[src/cnn_pkg.sv]
`default_nettype none

package cnn_pkg;

	////////////////////////////////////////////////////////////
	// Datapath sizes
	////////////////////////////////////////////////////////////
	localparam int LANES      = 4;
	localparam int FEAT_W     = 8;   // Signed sample
	localparam int WEIGHT_W   = 8;   // Signed kernel tap
	localparam int TWEIGHT_W  = 10;  // Twice the transformed tap
	localparam int BIAS_W     = 20;
	localparam int SHIFT_W    = 5;
	localparam int RESULT_W   = 24;
	localparam int TILE_IN    = 4;   // Samples per lane per tile
	localparam int TILE_OUT   = 2;   // F(2,3) outputs
	localparam int KER_LEN    = 3;
	localparam int PE_LATENCY = 3;   // Lane pipeline depth

	////////////////////////////////////////////////////////////
	// Instruction word
	////////////////////////////////////////////////////////////
	localparam int INST_W     = 64;
	localparam int OP_W       = 4;
	localparam int LANE_IDX_W = 4;
	localparam int OP_LSB     = 60;
	localparam int LANE_LSB   = 56;
	localparam int TAP_LSB    = 32;  // g0 in lowest byte
	localparam int BIAS_LSB   = 12;
	// Mode word only
	localparam int POOL_BIT   = 5;
	localparam int SHIFT_LSB  = 0;

	typedef enum logic [OP_W-1:0] {
		OP_NOP         = 4'd0,
		OP_LOAD_KERNEL = 4'd1,
		OP_SET_MODE    = 4'd2
	} opcode_e;

	typedef enum logic {
		POOL_MAX = 1'b0,
		POOL_AVG = 1'b1
	} pool_e;

	typedef enum logic [1:0] {
		ST_IDLE   = 2'd0,
		ST_FETCH  = 2'd1,
		ST_DECODE = 2'd2
	} ctrl_state_e;

endpackage

`default_nettype wire
[src/kernel_buffer.sv]
`timescale 1ns/1ps
`default_nettype none

module kernel_buffer (
	input  logic                                                           clk,
	input  logic                                                           rst_n,
	input  logic                                                           kernel_we,
	input  logic [cnn_pkg::LANE_IDX_W-1:0]                                 kernel_lane,
	input  logic [cnn_pkg::KER_LEN*cnn_pkg::WEIGHT_W-1:0]                  kernel_taps,
	input  logic [cnn_pkg::BIAS_W-1:0]                                     kernel_bias,
	input  logic [cnn_pkg::SHIFT_W-1:0]                                    bias_shift,
	output logic [cnn_pkg::LANES*cnn_pkg::TILE_IN*cnn_pkg::TWEIGHT_W-1:0] tweights,
	output logic [cnn_pkg::LANES*cnn_pkg::RESULT_W-1:0]                   bias_ext
);

	import cnn_pkg::*;

	logic signed [WEIGHT_W-1:0]  g0, g1, g2;
	logic signed [TWEIGHT_W-1:0] u_new [TILE_IN];
	logic signed [TWEIGHT_W-1:0] u_mem [LANES][TILE_IN];
	logic signed [BIAS_W-1:0]    bias_mem [LANES];

	assign g0 = kernel_taps[0*WEIGHT_W +: WEIGHT_W];
	assign g1 = kernel_taps[1*WEIGHT_W +: WEIGHT_W];
	assign g2 = kernel_taps[2*WEIGHT_W +: WEIGHT_W];

	// 2*G*g keeps the half terms integral
	always_comb begin
		u_new[0] = g0 + g0;
		u_new[1] = g0 + g1 + g2;
		u_new[2] = g0 - g1 + g2;
		u_new[3] = g2 + g2;
	end

	always_ff @(posedge clk or negedge rst_n) begin
		if (!rst_n) begin
			for (int l = 0; l < LANES; l++) begin
				bias_mem[l] <= '0;
				for (int k = 0; k < TILE_IN; k++)
					u_mem[l][k] <= '0;
			end
		end else if (kernel_we) begin
			for (int l = 0; l < LANES; l++) begin
				if (kernel_lane == LANE_IDX_W'(l)) begin  // Out of range lane is dropped
					bias_mem[l] <= kernel_bias;
					for (int k = 0; k < TILE_IN; k++)
						u_mem[l][k] <= u_new[k];
				end
			end
		end
	end

	// Flatten per lane, bias widened then scaled
	always_comb begin
		for (int l = 0; l < LANES; l++) begin
			for (int k = 0; k < TILE_IN; k++)
				tweights[(l*TILE_IN + k)*TWEIGHT_W +: TWEIGHT_W] = u_mem[l][k];
			bias_ext[l*RESULT_W +: RESULT_W] = RESULT_W'(bias_mem[l]) <<< bias_shift;
		end
	end

endmodule

`default_nettype wire

[config.mk]
export PLATFORM = sky130hd
export DESIGN_NAME = kernel_buffer
export DESIGN_NICKNAME = d
export VERILOG_FILES = /design/src/cnn_pkg.sv /design/src/kernel_buffer.sv
export SDC_FILE = /design/constraint.sdc
export NUM_CORES = 1
export LEC_CHECK = 0
export ABC_AREA = 1
export BUFFER_PORTS_ARGS = -buffer_cell sky130_fd_sc_hd__buf_4
export CORE_UTILIZATION = 58
export DETAILED_ROUTE_END_ITERATION = 10
export HOLD_SLACK_MARGIN = 0.06
export PLACE_DENSITY = 0.88
export RECOVER_POWER = 25
export SKIP_LAST_GASP = 1
export SYNTH_ARGS = -nofsm -noshare
export SYNTH_HDL_FRONTEND = slang
export SYNTH_SLANG_ARGS = --single-unit
[constraint.sdc]
create_clock -name clk -period 1.3 [get_ports clk]
set_input_delay 0 -clock clk [delete_from_list [all_inputs] [get_ports clk]]
set_output_delay 0 -clock clk [all_outputs]
set_load 0.05 [all_outputs]
==> results of run 1 <==
## routing by layer
| layer | GRT overflow | global-route usage [%] |
|---|---|---|
| met5 | 1 | 12.2 |
| met4 | 55 | 80.4 |
| met3 | 0 | 54.2 |
| met2 | 49 | 95.1 |
| met1 | 0 | 77.1 |
## kinds of logic after synthesis
family,after synthesis,synth area share [%]
buf+inv,256,9.09
xor+xnor,6,0.382
flops,220,40.0
fa+ha+maj,35,4.11
other cells,1,0.0273
compound gates,233,8.80
simple gates,1204,37.6
## synth_stat cells, types with 15 or more instances
library cell / n
buf_1: 15
a21oi_1: 32
dfrtp_1: 220
clkbuf_1: 55
buf_4: 31
nand2_1: 694
fa_1: 17
nand4_1: 16
nand3_1: 410
buf_2: 34
buf_6: 17
ha_1: 18
nor2_1: 53
o21ai_0: 107
inv_1: 95
o21ai_1: 77
## timing repair
item | 4_1_cts
setup buffers | 43
pin swaps | 172
resized for setup | 503
setup endpoints to repair | 157
hold buffers | 38
hold endpoints to repair | 363
## metrics by stage
| stage | utilization, % | setup TNS [ns] | setup WS (ns) | instance area [µm²] |
|---|---|---|---|---|
| 4_1_cts | 92.5 | -53.37 | -0.559 | 21200 |
| 2_1_floorplan | - | -25.04 | -0.499 | 14300 |
| 3_3_place_gp | 77.8 | -45.94 | -0.705 | 17800 |
| 3_5_place_dp | 77.8 | -52.86 | -0.864 | 17800 |
==> results.md, run 1 <==
* Run status: aborted with a tool error
* Halt Stage: global routing
* Log Error: [ERROR GRT-0116] Global routing finished with congestion. Check the congestion regions in the DRC Viewer.
* Synth async-reset ratio at between 90% and 100%
* Ranking of synthesized cells by area: dfrtp_1, nand2_1, nand3_1, o21ai_0, o21ai_1
* Yosys warnings at 0
* Number of global-route vias before repair at approximately 22000
* Row Count at 55
* CTS sink count at 220
* Number of synthesized flops with an enable pin at 0
* Top-area cell type share of the netlist area at 40.0%
* CTS Buf Count at 23
* Initial Util at 60.0%
* Die H at between 150 and 200 µm
* Horiz. Die Dim at 156 µm
* Largest area contributor in the netlist: dfrtp_1
* H-tree levels at 1
* Seq cells post-synth at 220
* GRT Total Usage at between 70% and 80%
* Inst Count DP at 2615
* Syn Inst Count at 1955
* Global route total overflow at 105
* Primary FF master, synth: dfrtp_1
* Gpl congestion at 1.15
* # IOs at 312
* Seq/Total Area, Yosys at 40.0%
* Cell variety after synth at 35
* Clock buffer depth at 3
* Post-DP HPWL at 42400 µm
* Syn Area/Cell at 7.04 µm²
* Largest net degree at the start of global routing at 78
* Synthesized area at 13800 µm²
* First-pass GRT wire length at between 100000 and 150000 µm
* PortBufs at 303
* CTS Root Cell: clkbuf_16
==> run 2: changes to the inputs <==
Settings changed: CORE_UTILIZATION 58 to 40, HOLD_SLACK_MARGIN 0.06 to default, PLACE_DENSITY 0.88 to default, PLACE_DENSITY_LB_ADDON from default to 0.15.
==> results.md, run 2 <==
* Share of cells above drive strength 1 at 51.5%
* Run status: finished with violations
* Top-count cell post-synth: nand2_1
* Post-Layout Cell Count at 2894
* RSZ-0062 raised after global routing: true
* Area grow syn2layout at 67.2%
* DRT antenna net count at 0
* CP Capture Type: output pin
* Final Critical Period at approximately 1.9 ns
* Peak VDD IR at around 0.0014 V
* Post-DP HPWL at 42100 µm
* Main combinational cell family by area after synthesis: simple AND/OR/NAND/NOR gates
* DR WL/cell at 20.0 µm
* Worst slew margin at 62.2%
* Largest net degree at the start of global routing at 60
* Gpl congestion at ~1.1
* Routed WL at 58000 µm
* Final Max Tran Viols at 0
* Fill cells at 2783
* Final WS setup at -0.580 ns
* Clock buffer depth at 3
* Cell variety after synth at 35
* Violated checks: negative setup slack
* GRT Total Usage at 32.0%
* Drt drc at 0
* Worst path required time at 1.30 ns
* WP data arrival at 1.88 ns
* Clk slew on worst S/H paths at 0.06 ns
* Vias at 15712
* Antenna cells at 0
* Core area at 33700 µm²
* CTS sink count at 220
* Setup Viol. Count Final at 150
* Crit. Startpoint: bias_mem[67]
* Number of flip-flops in the largest register at 140
* Primary FF master, synth: dfrtp_1
* Slew @ Worst Pin at 0.567 ns
* Tightest Hold Check Type: primary input to flip-flop
* Setup CP Type: flip-flop to output pin
* Post-Synth Adder-Cell Area at between 4 and 5%
* Tot Pwr at 35.6 mW
* Most frequent cells in the layout: nand2_1, buf_4, nand3_2
* Reg2reg start: bias_mem[40]
* Synthesized area at around 14000 µm²
* Synth async-reset ratio at 100%
* H-tree levels at 1
* Syn Area/Cell at 7.04 µm²
* Commonest non-fill, non-tap cell in the layout: nand2_1
* Die H at 187 µm
* Global route total overflow at 0
* Layout Nets at between 2000 and 3000
* Initial DRC count at 1104
* Syn Inst Count at 1955
* Largest area contributor in the netlist: dfrtp_1
* DR pass1 iterations at 5
* Seq/Total Area, Yosys at 40.0%
* CTS tree: built
* Number of synthesized flops with an enable pin at 0
* Number of global-route vias before repair at 15505
* Total negative slack at -54.27 ns
* Worst-Skew Late Latency at 0.51 ns
* Startpoint Class: flip-flop
* Worst Path Max Fanout at 3
* # IOs at ~310
* XOR/XNOR Fraction of Synth Area at less than 1%
* Worst clock skew at 0 ns
* Initial antenna violation count at 2
* CTS Root Cell: clkbuf_16
* Top-area cell type share of the netlist area at 40.0%
* Worst r2r path cells at 5
* Post-synthesis mux area share at 0%
* Final hold viol count at 0
* Synth Area in Compound Gates at ~8.8%
* FF-to-FF setup slack at 0.25 ns
* Overall die area at 35100 µm²
* PortBufs at 303
* Finished Core Util at 68.2%
* Most frequent cells after synthesis: nand2_1, nand3_1, dfrtp_1
* Final Cycle Share at 145%
* Initial Util at 40.8%
* First-pass GRT wire length at 88300 µm
* Max cap viols at 0
* Horiz. Die Dim at 187 µm
* Fmax at ~0.53 GHz
* Post-synthesis simple-gate area fraction at 37.6%
* Inst Count DP at between 2000 and 3000
* Area of the multi-input gates at 10200 µm²
* Sequential cell area at roughly 5500 µm²
* PwrDens at 1550 nW/µm²
* Vias per cell at between 5 and 6
* Row Count at 67
* Ranking of synthesized cells by area: dfrtp_1, nand2_1, nand3_1, o21ai_0, o21ai_1
* Critical R2R Capture: bias_mem[40]
* Seq cells post-synth at 220
* CP endpoint: bias_ext[10]
* CTS Buf Count at 24
* LEAKAGE at 11.2 nW
* Yosys warnings at 0
[run 2: area by class of cell]
class | instances | share of cell area [%]
Multi-Input combinational cell | 1486 | 44.4
Sequential cell | 220 | 24.0
Timing Repair Buffer | 592 | 23.7
Clock buffer | 30 | 2.85
Tap cell | 448 | 2.44
Inverter | 104 | 1.83
Clock inverter | 14 | 0.794
[run 2: worst max-delay path, stage by stage, from the launching register on]
cell and delay, ns:
dfrtp_1 0.44, nand2_2 0.13, nand3_2 0.12, nand3_2 0.12, nand2_2 0.08, buf_6 0.13
o21a_1 0.19, buf_6 0.16
[run 2: power by group]
part	leakage [nW]	internal (mW)	switching, mW
Sequential	2.79	8.57	1.49
Combinational	7.97	6.28	12.0
Clock	0.414	4.38	2.85
Total	11.2	19.2	16.4
[run 2: timing repair]
item                       4_1_cts  5_1_grt
buffers inserted                32       28
setup endpoints to repair      154      152
gates resized for setup        469      355
hold buffers                    34        0
hold endpoints to repair       345        0
pin swaps                      101      187
[run 2: routing by layer]
metal  GRT usage [%]  vias up  share of wire, %
met5               0        -             0.052
met1            40.0     7606                40
met2            54.5      616                49
met3            4.73      134               6.0
li1                -     7352                 -
met4            14.4        4               4.9
[run 2: cell families after synthesis]
group,after synthesis
buf+inv,256
flops,220
fa+ha+maj,35
xor+xnor,6
other cells,1
compound gates,233
simple gates,1204
[run 2: worst min-delay path by stage]
| stage | start | end | cells past startpoint |
|---|---|---|---|
| floorplan | rst_n | bias_mem[0] | 0 |
| global placement | rst_n | tweights[130] | 1 |
| detailed placement | rst_n | tweights[130] | 1 |
| CTS | kernel_lane[0] | tweights[14] | 5 |
| global route | kernel_lane[0] | tweights[22] | 5 |
| finish | kernel_lane[0] | tweights[22] | 5 |
[run 2: through the flow]
| step | hold WS (ns) | worst slack (ns) | cell area, µm² |
|---|---|---|---|
| floorplan | -0.296 | -0.499 | 14300 |
| global placement | -0.107 | -0.692 | 18200 |
| detailed placement | -0.106 | -0.774 | 18200 |
| CTS | 0.0127 | -0.534 | 21400 |
| global route | 0.0113 | -0.620 | 23000 |
| finish | 0.00467 | -0.580 | 23000 |
Note: power is estimated with default switching activity, not from simulation.
