### src/cnn_pkg.sv
`default_nettype none

package cnn_pkg;

	////////////////////////////////////////////////////////////
	// Datapath sizes
	////////////////////////////////////////////////////////////
	localparam int LANES      = 4;
	localparam int FEAT_W     = 8;   // Signed sample
	localparam int WEIGHT_W   = 8;   // Signed kernel tap
	localparam int TWEIGHT_W  = 10;  // Twice the transformed tap
	localparam int BIAS_W     = 20;
	localparam int SHIFT_W    = 5;
	localparam int RESULT_W   = 24;
	localparam int TILE_IN    = 4;   // Samples per lane per tile
	localparam int TILE_OUT   = 2;   // F(2,3) outputs
	localparam int KER_LEN    = 3;
	localparam int PE_LATENCY = 3;   // Lane pipeline depth

	////////////////////////////////////////////////////////////
	// Instruction word
	////////////////////////////////////////////////////////////
	localparam int INST_W     = 64;
	localparam int OP_W       = 4;
	localparam int LANE_IDX_W = 4;
	localparam int OP_LSB     = 60;
	localparam int LANE_LSB   = 56;
	localparam int TAP_LSB    = 32;  // g0 in lowest byte
	localparam int BIAS_LSB   = 12;
	// Mode word only
	localparam int POOL_BIT   = 5;
	localparam int SHIFT_LSB  = 0;

	typedef enum logic [OP_W-1:0] {
		OP_NOP         = 4'd0,
		OP_LOAD_KERNEL = 4'd1,
		OP_SET_MODE    = 4'd2
	} opcode_e;

	typedef enum logic {
		POOL_MAX = 1'b0,
		POOL_AVG = 1'b1
	} pool_e;

	typedef enum logic [1:0] {
		ST_IDLE   = 2'd0,
		ST_FETCH  = 2'd1,
		ST_DECODE = 2'd2
	} ctrl_state_e;

endpackage

`default_nettype wire
### src/winograd_pe.sv
`timescale 1ns/1ps
`default_nettype none

module winograd_pe (
	input  logic                                            clk,
	input  logic                                            rst_n,
	input  logic                                            feature_valid,
	input  logic [cnn_pkg::TILE_IN*cnn_pkg::FEAT_W-1:0]     tile,
	input  logic [cnn_pkg::TILE_IN*cnn_pkg::TWEIGHT_W-1:0]  tweights,
	input  logic [cnn_pkg::RESULT_W-1:0]                    bias_ext,
	output logic                                            out_valid,
	output logic [cnn_pkg::TILE_OUT*cnn_pkg::RESULT_W-1:0]  outs
);

	import cnn_pkg::*;

	logic signed [FEAT_W-1:0]           d [TILE_IN];
	logic signed [TWEIGHT_W-1:0]        u [TILE_IN];
	logic signed [FEAT_W:0]             v [TILE_IN];  // Transformed input
	logic signed [FEAT_W+TWEIGHT_W:0]   m [TILE_IN];  // Element products
	logic signed [FEAT_W+TWEIGHT_W+2:0] s0, s1;       // Twice the outputs
	logic signed [RESULT_W-1:0]         y0, y1;
	logic [PE_LATENCY-1:0]              vld;          // One bit per stage

	always_comb begin
		for (int k = 0; k < TILE_IN; k++) begin
			d[k] = tile[k*FEAT_W +: FEAT_W];
			u[k] = tweights[k*TWEIGHT_W +: TWEIGHT_W];
		end
	end

	always_ff @(posedge clk or negedge rst_n) begin
		if (!rst_n)
			vld <= '0;
		else
			vld <= {vld[PE_LATENCY-2:0], feature_valid};
	end

	////////////////////////////////////////////////////////////
	// Stage 1, input transform B^T d
	////////////////////////////////////////////////////////////
	always_ff @(posedge clk) begin
		if (feature_valid) begin
			v[0] <= d[0] - d[2];
			v[1] <= d[1] + d[2];
			v[2] <= d[2] - d[1];
			v[3] <= d[1] - d[3];
		end
	end

	// Stage 2, elementwise multiply
	always_ff @(posedge clk) begin
		if (vld[0]) begin
			for (int k = 0; k < TILE_IN; k++)
				m[k] <= v[k] * u[k];
		end
	end

	////////////////////////////////////////////////////////////
	// Stage 3, output transform A^T m and bias
	////////////////////////////////////////////////////////////
	always_comb begin
		s0 = m[0] + m[1] + m[2];
		s1 = m[1] - m[2] - m[3];
		y0 = (s0 >>> 1) + signed'(bias_ext);  // Sums are even, halving is exact
		y1 = (s1 >>> 1) + signed'(bias_ext);
	end

	always_ff @(posedge clk) begin
		if (vld[1])
			outs <= {y1, y0};
	end

	assign out_valid = vld[PE_LATENCY-1];

endmodule

`default_nettype wire

### config.mk
export PLATFORM = sky130hd
export DESIGN_NAME = winograd_pe
export DESIGN_NICKNAME = d
export VERILOG_FILES = /design/src/cnn_pkg.sv /design/src/winograd_pe.sv
export SDC_FILE = /design/constraint.sdc
export NUM_CORES = 1
export LEC_CHECK = 0
export BUFFER_PORTS_ARGS = -buffer_cell sky130_fd_sc_hd__buf_2
export CORE_ASPECT_RATIO = 1.1
export CORE_MARGIN = 2
export CORE_UTILIZATION = 45
export CTS_CLUSTER_SIZE = 24
export DETAILED_ROUTE_END_ITERATION = 7
export PLACE_DENSITY = 0.67
export SLEW_MARGIN = 20
export SYNTH_ARGS = -nofsm -noshare
export SYNTH_HDL_FRONTEND = slang
export SYNTH_SLANG_ARGS = --single-unit
### constraint.sdc
create_clock -name clk -period 10 [get_ports clk]
set_input_delay 2 -clock clk [delete_from_list [all_inputs] [get_ports clk]]
set_output_delay 2 -clock clk [all_outputs]
set_load 0.01 [all_outputs]
; Yosys cells after proc, flatten, opt, wreduce, memory -nomap -nowiden
; Memories as Yosys holds them, arrays and structs flattened.
; Cells that the tools add are included.
[op_classes]
n_addsub = 10
n_mul = 4
n_mux = 4
[op_table]
columns = cell, count
row1 = multiplier 9 x 10 -> 19 bit, 4
row2 = adder 20 x 24 -> 24 bit, 2
row3 = subtractor 8 x 8 -> 9 bit, 3
row4 = adder 20 x 19 -> 21 bit, 1
row5 = subtractor 20 x 19 -> 21 bit, 1
row6 = adder 19 x 19 -> 20 bit, 1
row7 = subtractor 19 x 19 -> 20 bit, 1
row8 = adder 8 x 8 -> 9 bit, 1
row9 = 2-to-1 mux 1 bit, 4
[totals]
reg_bits = 51
ramBits = 112
input_bits = 99
out_inout_bits = 49
word_cells = 22
n_memories = 2
[mem_list]
columns = name, depth, width, read_ports, rd_clocked_by_memory_dff, write_ports, line_no
row1 = m, 4, 19, 4, 0, 4, winograd_pe.sv:20  ; logic signed [FEAT_W+TWEIGHT_W:0] m [TILE_IN];
row2 = v, 4, 9, 4, 0, 4, winograd_pe.sv:19  ; logic signed [FEAT_W:0] v [TILE_IN];

; Logic depth before layout (Yosys ltp)
; Gate-level depths: netlist (run 1).
[logic_depth]
depth_word = 3
depth_mapped = 22
ltp_nobuf = 22

; Worst setup path after synthesis (run 1)
; No wires, ideal clock.
[synth_path]
kind = input -> register
from = in tweights[17] (netlist name)
to = mem m[1][17] (netlist name), data pin
setup_time_ps = 259
arrival_time_ps = 6290
t_required_ps = 9741
slack_ps = 3451
cell_stages = 19
path_cell_list = clkbuf_1 -> nand2_1 -> fa_1 -> inv_1 -> fa_1 -> inv_1 -> fa_1 -> fa_1 -> inv_1 -> ha_1 -> ha_1 -> a21o_1 -> a21oi_1 -> nor2b_1 -> o21a_1 -> o22a_1 -> a41o_1 -> o211ai_1 -> xnor2_1
[synth_rtl]
columns = item, line_no
row1 = from (decl), winograd_pe.sv:9  ; input logic [cnn_pkg::TILE_IN*cnn_pkg::TWEIGHT_W-1:0] tweights,
row2 = to (decl), winograd_pe.sv:20

==> results.txt, run 1 <==
Detailed Routing Iterations Pass 1 = 5
DP Wirelength = 45.77 mm
Slew Limit Headroom = 0.3219
Wirelength per Cell = 16.68 um
Vias in the first global route = 18,090
Rows = 88
Buffers on Ports = 147
Worst-skew pair later-pin latency = 0.45 ns
Worst-path clk slew = 0.07 ns
First-pass GRT wire length = 90.13 mm
CTS Hold Bufs = 0
Cell breakdown of the critical path = buf_2 -> nand2_1 -> fa_1 -> fa_1 -> inv_1 -> ha_1 -> inv_1 -> fa_1 -> inv_1 -> ha_1 -> ha_1 -> fa_1 -> a21o_1 -> a21oi_1 -> nor2b_1 -> o21a_1 -> o22a_1 -> a41oi_1 -> a21oi_1 -> xor2_1
Minimum clock period = 6.369 ns
H-tree depth = 4
Final nets = 3,256
Bufs on Longest Clock Path = 2
Post-synth EDFFs = 159
Startpoint types = input pin
Gr usage total = 0.2066
Syn Inst Count = 2,380
DR vias/cell = 5.202
Num Clock Sinks = 162
DRC Markers = 0
Synthesized net count = 3,110
Synth async-reset ratio = 0.01852
Critical path type = input pin to flop
Largest net degree at the start of global routing = 75
Initial antenna violation count = 6
Crit path max fanout = 9
Commonest non-fill, non-tap cell in the layout = inv_1
Core outline area = 52,410 sq um
Layout cells sized above 1 = 0.07880
Max Slew Vio Count = 0
Synth warn = 0
CTS tree = yes
Die height = 245.5 um
Die width = 223.6 um
R2R Setup Slk = 4.36 ns
Die area = 54,880 sq um
Post-DRT Antenna Nets = 0
CP max stage cell = fa_1
Sequential share of the synthesized area = 0.2033
Count of cell types in the netlist = 68
Num ports = 148
Arrival @ worst endpoint = 6.57 ns
Root Driver = clkbuf_16
Hold Crit Class = flop to flop
DR vias = 16,720
Min Hold Slack = 0.4411 ns
Final hold vios = 0
RSZ-0062 raised after global routing = no
CP endpoint kind = flop
Placed cell area = 25,370 sq um
Fmax = 157.0 MHz
Mapped Area = 23,860 sq um
Initial DRC count = 993
FF+latch count, synth = 162
Final setup violation count = 0
Area Overhead vs Synth = 8.652%
Critical Path RT = 10.20 ns
Total wire length = 53.58 mm
Highest-count cells in the layout ignoring fill and taps = inv_1 (445), fa_1 (352), ha_1 (279)
Postcts setup bufs = 0
Setup Skew = 0.01040 ns
Max Cap Violations = 0
Tcrit/Tclk final = 0.6369
Worst-Margin Slew = 1.017 ns
Largest stage delay, worst path = 0.54 ns
Post-Route Utilization = 0.4947
Initial Util = 0.4553
Final Instance Area = 25,920 sq um
Status = completed
Setup TNS = 0 ns
Post-cts sizing count = 0
Num CTS Buffers = 17
Mean post-synth cell area = 10.03 sq um
Top_reg_cell synth = edfxtp_1
Grt total ovfl = 0
Diodes inserted = 0
Placer Congestion = 0.8917
Worst path most repeated cell = fa_1
[state kept, by name, indices dropped and copies added (netlist names)]
| register | flops |
|---|---|
| m | 76 |
| outs | 48 |
| vld | 3 |
| v | 35 |
[Yosys cell counts, types with 3 or more instances]
library cell / n / area [sq um]
xnor2_1: 114 / 998.5
and3_1: 11 / 68.82
fa_1: 352 / 7047
clkbuf_1: 21 / 78.83
dfrtp_1: 3 / 75.07
edfxtp_1: 159 / 4775
ha_1: 279 / 3491
and2_1: 187 / 1170
a21o_1: 46 / 345.3
o21a_1: 22 / 165.2
o21ai_0: 64 / 320.3
nand3_1: 22 / 110.1
o21bai_1: 13 / 97.59
or2_2: 6 / 37.54
a21boi_0: 4 / 30.03
o21ai_1: 4 / 20.02
o22ai_1: 3 / 18.77
nand2_1: 188 / 705.7
o211ai_1: 8 / 60.06
nand4_1: 14 / 87.58
inv_1: 445 / 1670
or3_1: 5 / 31.28
nor2_1: 102 / 382.9
mux2i_1: 3 / 30.03
a31o_2: 3 / 26.28
xor2_1: 46 / 402.9
nor4_1: 3 / 18.77
nor3_1: 19 / 95.09
nand2b_1: 32 / 200.2
o22a_1: 3 / 26.28
nor2b_1: 22 / 137.6
a31oi_1: 13 / 81.33
a21oi_1: 108 / 540.5
a211oi_1: 15 / 112.6
[worst paths after layout]
check                      cells after the start   startpoint        to
min in group asynchronous                      1        rst_n    vld[2]
max                                           20  tweights[5]  m[0][17]
min                                            0       vld[0]    vld[1]
max in group asynchronous                      1        rst_n    vld[1]
max reg2reg                                   19      v[1][0]  m[2][15]
min reg2reg                                    0       vld[0]    vld[1]
[worst max-delay path, delay by kind of cell]
kind / cells / cell delay, ns
adders and majority gates: 7 / 2.75
AOI/OAI and AO/OA: 6 / 1.15
buffers and inverters: 4 / 0.32
and+or+nand+nor: 2 / 0.19
xor gates and xnor gates: 1 / 0.15
[metal layers]
layer  up-vias  GRT usage  wire length, um
li1       7982          -                -
met3        68    0.03190             2313
met1      8272     0.2630            23720
met2       381     0.3657            26320
met5         -          0               69
met4        12    0.05588             1161
[kinds of logic (layout without fill, tap and decap cells)]
| logic type | after synthesis | count (layout) | synth area share |
|---|---|---|---|
| compound gates | 337 | 337 | 0.09056 |
| xor+xnor | 160 | 160 | 0.05873 |
| fa+ha+maj | 631 | 631 | 0.4416 |
| buf+inv | 466 | 624 | 0.07331 |
| flops | 162 | 162 | 0.2033 |
| mux | 4 | 4 | 0.001730 |
| simple gates | 620 | 620 | 0.1308 |
[layout make-up]
class / count / area [sq um]
Clock buffer: 21 / 440.4
Timing Repair Buffer: 148 / 743.2
Fill cell: 4760 / 26490
Sequential cell: 162 / 4852
Clock inverter: 10 / 112.6
Tap cell: 675 / 844.6
Multi-Input combinational cell: 1752 / 17260
Inverter: 445 / 1670
[per-stage QoR]
step / cells / setup slack [ns]
2_1_floorplan: 2380 / 3.451
4_1_cts: 3213 / 3.651
6_report: 3213 / 3.631
3_5_place_dp: 3182 / 3.164
5_1_grt: 3213 / 3.416
3_3_place_gp: 3182 / 3.223
Power of run 1 is not shown: default switching activity piles up to over one toggle a cycle in this logic, so the estimate is an artifact.
==> inputs of run 2 (changes only) <==
==> constraint.sdc (replaced) <==
create_clock -name clk -period 6.22 [get_ports clk]
set_input_delay 1.244 -clock clk [delete_from_list [all_inputs] [get_ports clk]]
set_output_delay 1.244 -clock clk [all_outputs]
set_load 0.01 [all_outputs]
==> run 2 against run 1 <==
Net effect: critical path depth did not move; final area up 0.25%; worst setup slack worse by 3.0 ns; register-to-register slack got worse by 3.7 ns; non-clock buffer count up 5; global-route usage about the same; final cell count is 0.16% higher; core utilization increased by 0.12 points; die area unchanged; critical path type unchanged.
==> results.txt, run 2 (synthesized netlist as in run 1, its figures left out) <==
CTS Hold Bufs = 0
Post-DRT Antenna Nets = 0
Top Registers = m x76, outs x48, v x35
Initial antenna violation count = 4
Num ports = 148
Largest stage delay, worst path = 0.54 ns
Gr usage total = 0.2063
Area Overhead vs Synth = 8.920%
CP startpoint = tweights[14]
Bufs on Longest Clock Path = 2
Grt total ovfl = 0
DP Wirelength = 46.29 mm
Tcrit/Tclk final = 0.9035
Final hold vios = 0
Critical Path RT = 6.42 ns
H-tree depth = 4
Vias in the first global route = 17,970
Initial DRC count = 990
Post-cts sizing count = 0
CTS tree = yes
Family with the most delay on the worst path = adder cells
First-pass GRT wire length = 89.85 mm
Cell breakdown of the critical path = buf_2 -> nand2_1 -> fa_1 -> fa_1 -> inv_1 -> ha_1 -> inv_1 -> fa_1 -> inv_1 -> ha_1 -> ha_1 -> fa_1 -> a21o_1 -> a21oi_1 -> nor2b_1 -> o21a_1 -> o22a_1 -> a41o_1 -> o211ai_1 -> xnor2_1
CP max stage cell = fa_1
Worst-path clk slew = 0.07 ns
Highest-count cells in the layout ignoring fill and taps = inv_1 (445), fa_1 (352), ha_1 (279)
Worst-skew pair later-pin latency = 0.46 ns
Worst-Margin Slew = 1.028 ns
Detailed Routing Iterations Pass 1 = 5
Worst path most repeated cell = fa_1
Die height = 245.5 um
FILL cells = 4,815
Fmax = 177.9 MHz
Multi-input logic area = 17,260 sq um
Slew Limit Headroom = 0.3145
Register area = 4852 sq um
Startpoint types = input pin
Final setup violation count = 0
Commonest non-fill, non-tap cell in the layout = inv_1
Buffers on Ports = 147
DR vias/cell = 5.227
Largest net degree at the start of global routing = 75
Final nets = 3,261
DRC Markers = 0
Rows = 88
Status = completed
Initial Util = 0.4553
Wirelength per Cell = 16.78 um
Arrival @ worst endpoint = 5.82 ns
Hold Crit Class = flop to flop
RSZ-0062 raised after global routing = no
Crit path max fanout = 9
Placer Congestion = 0.8963
Critical path type = input pin to flop
Max Cap Violations = 0
Diodes inserted = 0
Postcts setup bufs = 0
CP endpoint kind = flop
Min-delay src = vld[0]
Reg with most FFs = m
Max reg flops = 76
Num CTS Buffers = 17
Setup TNS = 0 ns
Die area = 54,880 sq um
Root Driver = clkbuf_16
Num Clock Sinks = 162
Layout cells sized above 1 = 0.08179
CP Buf/Inv Count = 4
Die width = 223.6 um
Max Slew Vio Count = 0
DR vias = 16,820
Minimum clock period = 5.620 ns
Reg-to-Reg Start = v[1][0]
Total wire length = 54.01 mm
Core outline area = 52,410 sq um
Setup Skew = 0.01681 ns
run 2: changes by cell type in the layout (fill, tap and decap cells not counted):
| cell | change |
|---|---|
| buf_4 | +5 |
| clkbuf_1 | -3 |
| clkinv_2 | -2 |
| clkinvlp_4 | -1 |
| inv_6 | +5 |
| inv_8 | +1 |
run 2: metrics by stage:
| step | worst slack (ns) | instance area (sq um) | instances | hold WS, ns | util |
|---|---|---|---|---|---|
| after global routing | 0.3445 | 25990 | 3218 | 0.4552 | 0.4959 |
| final | 0.6001 | 25990 | 3218 | 0.4366 | 0.4959 |
| after CTS | 0.6084 | 25990 | 3218 | 0.4464 | 0.4959 |
| after detailed placement | 0.1316 | 25410 | 3187 | 0.4307 | 0.4848 |
| after global placement | 0.2266 | 25410 | 3187 | 0.4262 | 0.4848 |
| after floorplan | 0.4269 | 23860 | 2380 | 0.7522 | - |
run 2: routing by layer:
| layer | wire (um) | vias up | track usage |
|---|---|---|---|
| met1 | 23530 | 8296 | 0.2640 |
| met2 | 26390 | 446 | 0.3608 |
| met4 | 1320 | 6 | 0.06078 |
| li1 | - | 7996 | - |
| met5 | 33 | - | 0 |
| met3 | 2737 | 76 | 0.03262 |
run 2: layout make-up:
class	instances	area share
clock buffer	18	0.01651
clock inverter	13	0.005777
inverter	445	0.06427
multi-input combinational	1752	0.6642
sequential	162	0.1867
tap	675	0.03250
timing repair buffer	153	0.03004
run 2: worst paths after layout:
kind / cells past startpoint / end / slack [ns]
max: 20 / m[1][17] / 0.60
min: 0 / vld[1] / 0.44
min in group asynchronous: 1 / vld[2] / 0.58
max in group asynchronous: 1 / vld[1] / 5.51
max reg2reg: 19 / m[1][17] / 0.62
min reg2reg: 0 / vld[1] / 0.44
Power of run 2 is left out for the same reason.
