--- src/cnn_pkg.sv ---
`default_nettype none

package cnn_pkg;

	////////////////////////////////////////////////////////////
	// Datapath sizes
	////////////////////////////////////////////////////////////
	localparam int LANES      = 4;
	localparam int FEAT_W     = 8;   // Signed sample
	localparam int WEIGHT_W   = 8;   // Signed kernel tap
	localparam int TWEIGHT_W  = 10;  // Twice the transformed tap
	localparam int BIAS_W     = 20;
	localparam int SHIFT_W    = 5;
	localparam int RESULT_W   = 24;
	localparam int TILE_IN    = 4;   // Samples per lane per tile
	localparam int TILE_OUT   = 2;   // F(2,3) outputs
	localparam int KER_LEN    = 3;
	localparam int PE_LATENCY = 3;   // Lane pipeline depth

	////////////////////////////////////////////////////////////
	// Instruction word
	////////////////////////////////////////////////////////////
	localparam int INST_W     = 64;
	localparam int OP_W       = 4;
	localparam int LANE_IDX_W = 4;
	localparam int OP_LSB     = 60;
	localparam int LANE_LSB   = 56;
	localparam int TAP_LSB    = 32;  // g0 in lowest byte
	localparam int BIAS_LSB   = 12;
	// Mode word only
	localparam int POOL_BIT   = 5;
	localparam int SHIFT_LSB  = 0;

	typedef enum logic [OP_W-1:0] {
		OP_NOP         = 4'd0,
		OP_LOAD_KERNEL = 4'd1,
		OP_SET_MODE    = 4'd2
	} opcode_e;

	typedef enum logic {
		POOL_MAX = 1'b0,
		POOL_AVG = 1'b1
	} pool_e;

	typedef enum logic [1:0] {
		ST_IDLE   = 2'd0,
		ST_FETCH  = 2'd1,
		ST_DECODE = 2'd2
	} ctrl_state_e;

endpackage

`default_nettype wire
--- src/pool_unit.sv ---
`timescale 1ns/1ps
`default_nettype none

module pool_unit (
	input  logic                                                          clk,
	input  logic                                                          rst_n,
	input  logic [cnn_pkg::LANES-1:0]                                     lane_valid,
	input  logic [cnn_pkg::LANES*cnn_pkg::TILE_OUT*cnn_pkg::RESULT_W-1:0] lane_out,
	input  cnn_pkg::pool_e                                                pool_type,
	output logic                                                          result_valid,
	output logic [cnn_pkg::LANES*cnn_pkg::TILE_OUT*cnn_pkg::RESULT_W-1:0] result_raw,
	output logic [cnn_pkg::LANES*cnn_pkg::RESULT_W-1:0]                   result_pool
);

	import cnn_pkg::*;

	logic signed [RESULT_W-1:0] a [LANES];
	logic signed [RESULT_W-1:0] b [LANES];
	logic signed [RESULT_W-1:0] pooled [LANES];
	logic signed [RESULT_W:0]   pair_sum [LANES];  // One guard bit

	always_comb begin
		for (int l = 0; l < LANES; l++) begin
			a[l]        = lane_out[(l*TILE_OUT)*RESULT_W +: RESULT_W];
			b[l]        = lane_out[(l*TILE_OUT + 1)*RESULT_W +: RESULT_W];
			pair_sum[l] = a[l] + b[l];
			if (pool_type == POOL_AVG)
				pooled[l] = RESULT_W'(pair_sum[l] >>> 1);  // Floor average
			else
				pooled[l] = (a[l] > b[l]) ? a[l] : b[l];
		end
	end

	always_ff @(posedge clk) begin
		for (int l = 0; l < LANES; l++) begin
			if (lane_valid[l]) begin
				result_raw[l*TILE_OUT*RESULT_W +: TILE_OUT*RESULT_W] <=
					lane_out[l*TILE_OUT*RESULT_W +: TILE_OUT*RESULT_W];
				result_pool[l*RESULT_W +: RESULT_W] <= pooled[l];
			end
		end
	end

	// Lanes run in lockstep
	always_ff @(posedge clk or negedge rst_n) begin
		if (!rst_n)
			result_valid <= 1'b0;
		else
			result_valid <= lane_valid[0];
	end

endmodule

`default_nettype wire

--- config.mk ---
export PLATFORM = sky130hd
export DESIGN_NAME = pool_unit
export DESIGN_NICKNAME = d
export VERILOG_FILES = /design/src/cnn_pkg.sv /design/src/pool_unit.sv
export SDC_FILE = /design/constraint.sdc
export NUM_CORES = 1
export LEC_CHECK = 0
export BUFFER_PORTS_ARGS = -buffer_cell sky130_fd_sc_hd__buf_2
export CAP_MARGIN = 10
export CORE_MARGIN = 4
export CORE_UTILIZATION = 39
export DETAILED_ROUTE_END_ITERATION = 10
export GPL_ROUTABILITY_DRIVEN = 0
export GPL_TIMING_DRIVEN = 0
export PLACE_DENSITY = 0.74
export SLEW_MARGIN = 20
export SYNTH_ARGS = -nofsm -noshare
export SYNTH_HDL_FRONTEND = slang
export SYNTH_SLANG_ARGS = --single-unit
--- constraint.sdc ---
create_clock -name clk -period 0.85 [get_ports clk]
set_clock_uncertainty 0.2 [all_clocks]
set_input_delay 0.17 -clock clk [delete_from_list [all_inputs] [get_ports clk]]
set_output_delay 0.17 -clock clk [all_outputs]
set_load 0.02 [all_outputs]
Word-level counts from Yosys, hierarchy flattened
Index checks and enable logic that the tools add are counted.
- order comparisons: 4
- multiplexer cells: 8
- add/subtract/negate cells: 4
- operator list (cell ; number):
    $mux W24 ; 8
    $add A24 B24 Y25 ; 4
    $gt A24 B24 Y1 ; 4
- output and inout bits: 289
- flip-flop bits (word level): 289

Logic depth before layout (Yosys ltp)
Gate-level depths: netlist of the first run.
- word-level depth: 3
- gate-level depth with buffers: 14
- depth with buffers taken out: 12

Worst setup path after synthesis of the first run
OpenSTA, ideal clock, no wires.
- kind: input -> register
- from: in lane_out[0] (netlist bit)
- to: reg result_pool[23] (netlist bit), data pin
- data required time: 0.374 ns
- cell stages on the path: 12
- path slack: -2.126 ns
- arrival time: 2.501 ns
- path through: ha_1 -> inv_1 -> fa_1 -> o21ba_2 -> nor4_1 -> a2111oi_4 -> a21oi_1 -> a221oi_1 -> a221oi_1 -> a21oi_1 -> a211oi_1 -> a21oi_1
- RTL lines (element ; line ; source):
    start, declared ; pool_unit.sv:8 ; input logic [cnn_pkg::LANES*cnn_pkg::TILE_OUT*cnn_pkg::RESULT_W-1:0] lane_out,
    end signal, assigned by index ; pool_unit.sv:39 ; result_pool[l*RESULT_W +: RESULT_W] <= pooled[l];
    end, declared ; pool_unit.sv:12 ; output logic [cnn_pkg::LANES*cnn_pkg::RESULT_W-1:0] result_pool

==> results of run 1 <==
## registers in the layout, summed over array words and instances (netlist names)
| signal | count |
|---|---|
| result_raw | 192 |
| result_pool | 96 |
| result_valid | 1 |
## layout by cell type (no fill, tap or decap), types with 22 or more instances in the layout
cell / count
edfxtp_1: 288
buf_2: 260
buf_6: 197
dlygate4sd3_1: 192
buf_4: 152
inv_1: 116
mux2i_1: 97
ha_1: 95
a21oi_1: 85
nand2_1: 80
nor2_1: 79
ha_4: 77
o21ai_1: 66
xnor2_1: 51
inv_2: 32
a21oi_2: 31
clkbuf_16: 31
o21ai_0: 27
xor2_1: 27
nor3_1: 26
buf_12: 25
nand2b_1: 24
buf_8: 22
## Yosys cell counts, types with 11 or more instances
| cell type | number | share of area (%) |
|---|---|---|
| mux2i_1 | 109 | 6.1 |
| o21bai_1 | 21 | 0.88 |
| nor4_1 | 13 | 0.46 |
| xnor2_1 | 55 | 2.7 |
| inv_1 | 171 | 3.6 |
| xor2_1 | 27 | 1.3 |
| nor3_1 | 28 | 0.79 |
| nand4_1 | 20 | 0.70 |
| ha_1 | 192 | 13 |
| a21o_1 | 13 | 0.55 |
| nor2b_1 | 19 | 0.67 |
| buf_2 | 11 | 0.31 |
| nand2_1 | 84 | 1.8 |
| nand2b_1 | 24 | 0.84 |
| a211oi_1 | 12 | 0.51 |
| o31ai_1 | 14 | 0.59 |
| nor2_1 | 92 | 1.9 |
| a21oi_1 | 121 | 3.4 |
| o21ai_0 | 103 | 2.9 |
| clkbuf_1 | 32 | 0.67 |
| edfxtp_1 | 288 | 49 |
## cell families (layout without fill, tap and decap cells)
kind of cell	after synthesis	after routing	synth area share, %
AND/OR/NAND/NOR	324	324	8.79
AO/OA/AOI/OAI	361	361	12.6
buffers and inverters	227	1101	5.13
other	0	3	0
adder cells (fa/ha/maj)	196	196	13.9
multiplexers	119	119	6.79
flip-flops	289	289	48.7
XOR/XNOR	82	82	4.03
## metrics by stage
| stage | util (%) | cells | hold WS, ns | power (mW) | TNS [ns] |
|---|---|---|---|---|---|
| final | 64.4 | 3075 | -0.404 | 50.6 | -324.09 |
| after detailed placement | 48.4 | 2688 | -0.229 | 30.6 | -344.24 |
| after global placement | 48.2 | 2684 | -0.229 | 30.3 | -531.58 |
| after global routing | 64.3 | 3074 | -0.433 | 52.5 | -342.98 |
| after floorplan | - | 1598 | -0.326 | 26.2 | -161.98 |
| after CTS | 60.8 | 3008 | -0.442 | 48.5 | -324.71 |
## area by class of cell
class	instances	area, µm²
Clock inverter	21	245
Clock buffer	36	795
Multi-Input combinational cell	1082	10300
Buffer	32	278
Timing Repair Buffer	840	7310
Tap cell	600	751
Antenna cell	3	7.51
Sequential cell	289	8670
Fill cell	3085	16100
Inverter	172	763
## per-layer routing
metal / GRT usage [%] / vias up
met2: 44.6 / 1033
li1: - / 7518
met4: 9.24 / 2
met1: 30.0 / 8374
met3: 5.34 / 256
met5: 0 / -
## where the power goes
part,switching (mW),internal (mW)
logic,9.65,8.58
clock network,6.06,8.22
registers,0.646,17.5
total,16.4,34.3
## how the worst min path moves through the flow
stage | start | cells past startpoint | to | slack, ns
final | lane_out[73] | 1 | result_raw[73] | -0.40
after global routing | lane_out[73] | 1 | result_raw[73] | -0.43
after CTS | lane_out[144] | 1 | result_raw[144] | -0.44
after detailed placement | rst_n | 1 | result_valid | -0.23
after global placement | rst_n | 1 | result_valid | -0.23
after floorplan | rst_n | 0 | result_valid | -0.33
## timing repair
action	in CTS	in global routing
endpoints found under the setup margin	385	392
hold endpoints to repair	416	142
hold buffers	187	5
gates resized for setup	497	356
gates cloned	8	0
pin swaps	107	129
setup buffers	85	73
==> results by group, run 1 <==
Power and ir drop
  • Lkg Pwr: 12.3 nW
  • Max VDD drop: approximately 2 mV
  • Pwr dens: 1740 nW/µm²

Critical path
  • CP endpoint: result_pool[43]
  • Startpoint types: input port
  • CP delay by family, top: compound AO/OA/AOI/OAI gates
  • WP data arrival: 2.62 ns
  • Critical Path Fanout Max: 2
  • Crit end category: flip-flop
  • CP bufs+invs: 2
  • Required time worst endpoint: ~0.9 ns
  • Critical Path Stages: 13
  • CP Class: input port to flip-flop
  • Setup crit start: lane_out[48]
  • CP Cell Sequence: buf_12 > ha_4 > inv_2 > fa_2 > o21bai_4 > a21oi_2 > o211ai_1 > nand3_2 > o41ai_4 > a221oi_2 > or4_4 > a21oi_4 > a211oi_2
  • Max stage delay on crit path: 0.52 ns
  • Slowest CP cell: or4_4

Route
  • Vias per cell: 5.59
  • Post-route DRC: 0
  • Final ANT Viol Nets: 0
  • 1st-iter DRT viols: 1243
  • DR vias: 17200
  • Routed wl met3: between 6000 and 7000 µm
  • Top layer in use: met5
  • Router iterations before antenna repair: 6
  • Met1 WL: 26100 µm
  • DR WL met2: 35700 µm
  • Wire length per cell: between 20 and 25 µm
  • Routed WL: 71100 µm

Global route
  • GR Overflow Total: 0
  • Number of global-route vias before repair: 17200
  • Antenna violations before repair: 4
  • GRT Resource Usage Total: about a quarter
  • Largest net degree at the start of global routing: 45
  • First-pass GRT wire length: 99000 µm

Synth
  • Synth warnings: 0
  • Mapped Area: 17800 µm²
  • Synth Flop Type: edfxtp_1
  • Post-synth EDFFs: 288
  • Cell count after synthesis: 1598
  • Register area share after synthesis: 48.7%
  • Synth unique cells: between 60 and 70
  • Ys async rst share: 0.346%
  • Synthesized Nets: approximately 2000
  • Synthesized flop and latch total: 289
  • Mean Syn Cell Area: 11.1 µm²

Placed design
  • PortBufs: 486
  • Area after DPL: roughly 22000 µm²
  • Detailed Place HPWL: roughly 40000 µm
  • DP Worst Slack: -2.66 ns

Floorplan
  • Die Y: 222 µm
  • I/O pin cnt: 488
  • Die width: between 200 and 250 µm
  • Total core area: 45300 µm²
  • Cell Rows: 78
  • Die ar.: just under 50000 µm²
  • Initial core utilization: 39.3%

Timing
  • Slew HR: a little under a quarter
  • Final hold slack: -0.404 ns
  • Slew at the pin with the worst max-slew slack: 1.15 ns
  • Crit share post-route: 302%
  • Final Hold Fails: 134
  • Unrepaired setup endpoints after global routing: true
  • Setup ws final: -1.72 ns
  • F_max: 0.389 GHz
  • Setup violators final: between 400 and 500
  • Min cycle time layout: between 2 and 3 ns
  • Slew Viols, Final: 0

Final layout
  • Layout Nets: 2843
  • Area Growth Syn to Fin: 63.6%
  • Cell area after layout: 29100 µm²
  • Layout cell share with drive strength beyond 1: a little over two fifths

Clocking
  • CTS Buf Count: 31
  • Longest Clk Path Bufs: 3
  • Root Buffer: clkbuf_16
  • CTS sink cnt: about 290
  • CTS tree: yes
  • CTS HTree Levels: 1
  • Reg clk slew, reported paths: 0.07 ns

Outcome
  • Status: complete, but fails checks
  • Failing checks: negative hold slack, negative setup slack

Hold path
  • Hold Crit Class: input port to flip-flop

Job
  • Max-Cap Viols: 0
No activity file was read; power rests on OpenSTA's default activity.
==> inputs of run 2 (changes only) <==
RECOVER_POWER = 50   (was default)
==> results by group, run 2 (synthesis gave the netlist of run 1 again) <==
Timing
  • Slew at the pin with the worst max-slew slack: 1.16 ns (was 1.15 ns)
  • Slew HR: 22.6% (was 23.3%)
  • Unrepaired setup endpoints after global routing: true (unchanged)
  • Setup ws final: -1.72 ns (about the same)
  • Min cycle time layout: 2.57 ns (about the same)
  • Crit share post-route: 303% (was 302%)
  • Slew Viols, Final: 0 (unchanged)
  • Final hold slack: -0.401 ns (was -0.404 ns)
  • Final Hold Fails: 34 (was 134)
  • F_max: 0.389 GHz (about the same)
  • Setup violators final: 525 (was 404)

Outcome
  • Status: complete, but fails checks (unchanged)
  • Failing checks: negative hold slack, negative setup slack (unchanged)

Critical path
  • CP Class: input port to flip-flop (unchanged)
  • Crit end category: flip-flop (unchanged)
  • Required time worst endpoint: 0.90 ns (about the same)
  • Setup crit start: lane_out[48] (unchanged)
  • Critical Path Fanout Max: 2 (unchanged)
  • Startpoint types: input port (unchanged)
  • WP data arrival: 2.62 ns (about the same)

Final layout
  • Layout fillers: 3171 (was 3085)
  • Cell area after layout: 28900 µm² (was 29100 µm²)
  • Top reg by flops: result_raw (unchanged)
  • Largest registers: result_raw x192, result_pool x96, result_valid x1 (unchanged)
  • Layout cell share with drive strength beyond 1: 39.4% (was 42.1%)
  • Most frequent cells in the layout: edfxtp_1 (288), buf_2 (204), dlygate4sd3_1 (192) (was edfxtp_1 (288), buf_2 (260), buf_6 (197))
  • Commonest non-fill, non-tap cell in the layout: edfxtp_1 (unchanged)
  • Layout Nets: 2843 (unchanged)
  • Area Growth Syn to Fin: 62.0% (was 63.6%)
  • Max FFs per register: 192 (unchanged)

Power and ir drop
  • Pwr dens: 1750 nW/µm² (was 1740 nW/µm²)
  • Max VDD drop: 2.02 mV (was 2.00 mV)
  • Lkg Pwr: 12.0 nW (was 12.3 nW)

Placed design
  • Detailed Place HPWL: 40700 µm (unchanged)
  • PortBufs: 486 (unchanged)
  • Area after DPL: 21900 µm² (unchanged)
  • DP Worst Slack: -2.66 ns (unchanged)

Hold path
  • Hold Crit Start: lane_out[73] (unchanged)
  • Hold Crit Class: input port to flip-flop (unchanged)
  • Hold Crit Endpoint: result_raw[73] (unchanged)
  • Hold Crit Depth: 1 (unchanged)

Floorplan
  • Die width: 222 µm (unchanged)
  • Die ar.: 49200 µm² (unchanged)
  • I/O pin cnt: 488 (unchanged)
  • Cell Rows: 78 (unchanged)
  • Total core area: 45300 µm² (unchanged)
  • Die Y: 222 µm (unchanged)
  • Initial core utilization: 39.3% (unchanged)

Global route
  • GR Overflow Total: 0 (unchanged)
  • Antenna violations before repair: 4 (unchanged)
  • First-pass GRT wire length: 99000 µm (unchanged)
  • GRT Resource Usage Total: 25.1% (unchanged)
  • Largest net degree at the start of global routing: 45 (unchanged)
  • Number of global-route vias before repair: 17200 (unchanged)

Clocking
  • Reg clk slew, reported paths: 0.07 ns (about the same)
  • Longest Clk Path Bufs: 3 (unchanged)
  • CTS tree: yes (unchanged)
  • CTS Buf Count: 31 (unchanged)
  • Root Buffer: clkbuf_16 (unchanged)
  • CTS sink cnt: 289 (unchanged)
  • CTS HTree Levels: 1 (unchanged)

Job
  • Max-Cap Viols: 0 (unchanged)

Route
  • Router iterations before antenna repair: 5 (was 6)
  • Vias per cell: 5.58 (was 5.59)
  • Wire length per cell: 23.1 µm (about the same)
  • Routed WL: 71100 µm (about the same)
  • Final ANT Viol Nets: 0 (unchanged)
  • DR vias: 17200 (about the same)
  • Post-route DRC: 0 (unchanged)
  • 1st-iter DRT viols: 1372 (was 1243)
-- run 2: changes by cell type in the layout (fill, tap and decap cells not counted), sizes merged --
cell and change:
buf -91, clkbuf +91
-- run 2: worst max-delay path by stage --
| stage | end | slack [ns] | cells past startpoint |
|---|---|---|---|
| 6_report | result_pool[43] | -1.72 | 13 |
| 5_1_grt | result_pool[43] | -1.75 | 13 |
| 4_1_cts | result_pool[43] | -1.79 | 13 |
| 3_5_place_dp | result_pool[43] | -2.66 | 13 |
| 3_3_place_gp | result_pool[43] | -2.55 | 13 |
| 2_1_floorplan | result_pool[43] | -1.90 | 12 |
-- run 2: stage by stage --
step / power (mW) / util, % / setup TNS [ns] / cells / hold WS (ns)
4_1_cts: 48.5 / 60.8 / -324.71 / 3008 / -0.442
3_3_place_gp: 30.3 / 48.2 / -531.58 / 2684 / -0.229
2_1_floorplan: 26.2 / - / -161.98 / 1598 / -0.326
5_1_grt: 52.4 / 63.7 / -371.50 / 3074 / -0.433
6_report: 50.5 / 63.7 / -347.17 / 3075 / -0.401
3_5_place_dp: 30.6 / 48.4 / -344.24 / 2688 / -0.229
-- run 2: worst max-delay path, stage by stage --
cell	delay [ns]
buf_12	0.09
ha_4	0.12
inv_2	0.03
fa_2	0.36
o21bai_4	0.14
a21oi_2	0.09
o211ai_1	0.29
nand3_2	0.16
o41ai_4	0.29
a221oi_2	0.13
or4_4	0.52
a21oi_4	0.14
a211oi_2	0.09
-- run 2: per-layer routing --
layer / vias to the layer above / share of wire (%) / track usage (%)
met5: - / 0.018 / 0
met4: 2 / 4.8 / 9.24
met3: 261 / 8.5 / 5.34
met2: 1059 / 50 / 44.6
met1: 8305 / 37 / 30.0
li1: 7526 / - / -
-- run 2: cell type report --
class                      count  area (µm²)  area share (%)
inverter                     172         763            2.64
timing repair buffer         840        7030            24.4
buffer                        32         278           0.963
sequential                   289        8670            30.1
tap                          600         751            2.60
antenna                        3        7.51          0.0260
clock buffer                  36         795            2.75
multi-input combinational   1082       10300            35.7
clock inverter                21         245           0.850
-- run 2: repair_timing --
action / 4_1_cts / 5_1_grt
endpoints found under the setup margin: 385 / 392
buffers inserted: 85 / 73
hold buffers: 187 / 5
pin swaps: 107 / 129
gates cloned: 8 / 0
endpoints found under the hold margin: 416 / 142
resized for setup: 497 / 356
-- run 2: where the power goes --
part / switching, mW / internal, mW / leakage (nW) / total [mW]
registers: 0.644 / 17.5 / 2.83 / 18.1
clock network: 6.07 / 8.22 / 0.508 / 14.3
logic: 9.64 / 8.43 / 8.69 / 18.1
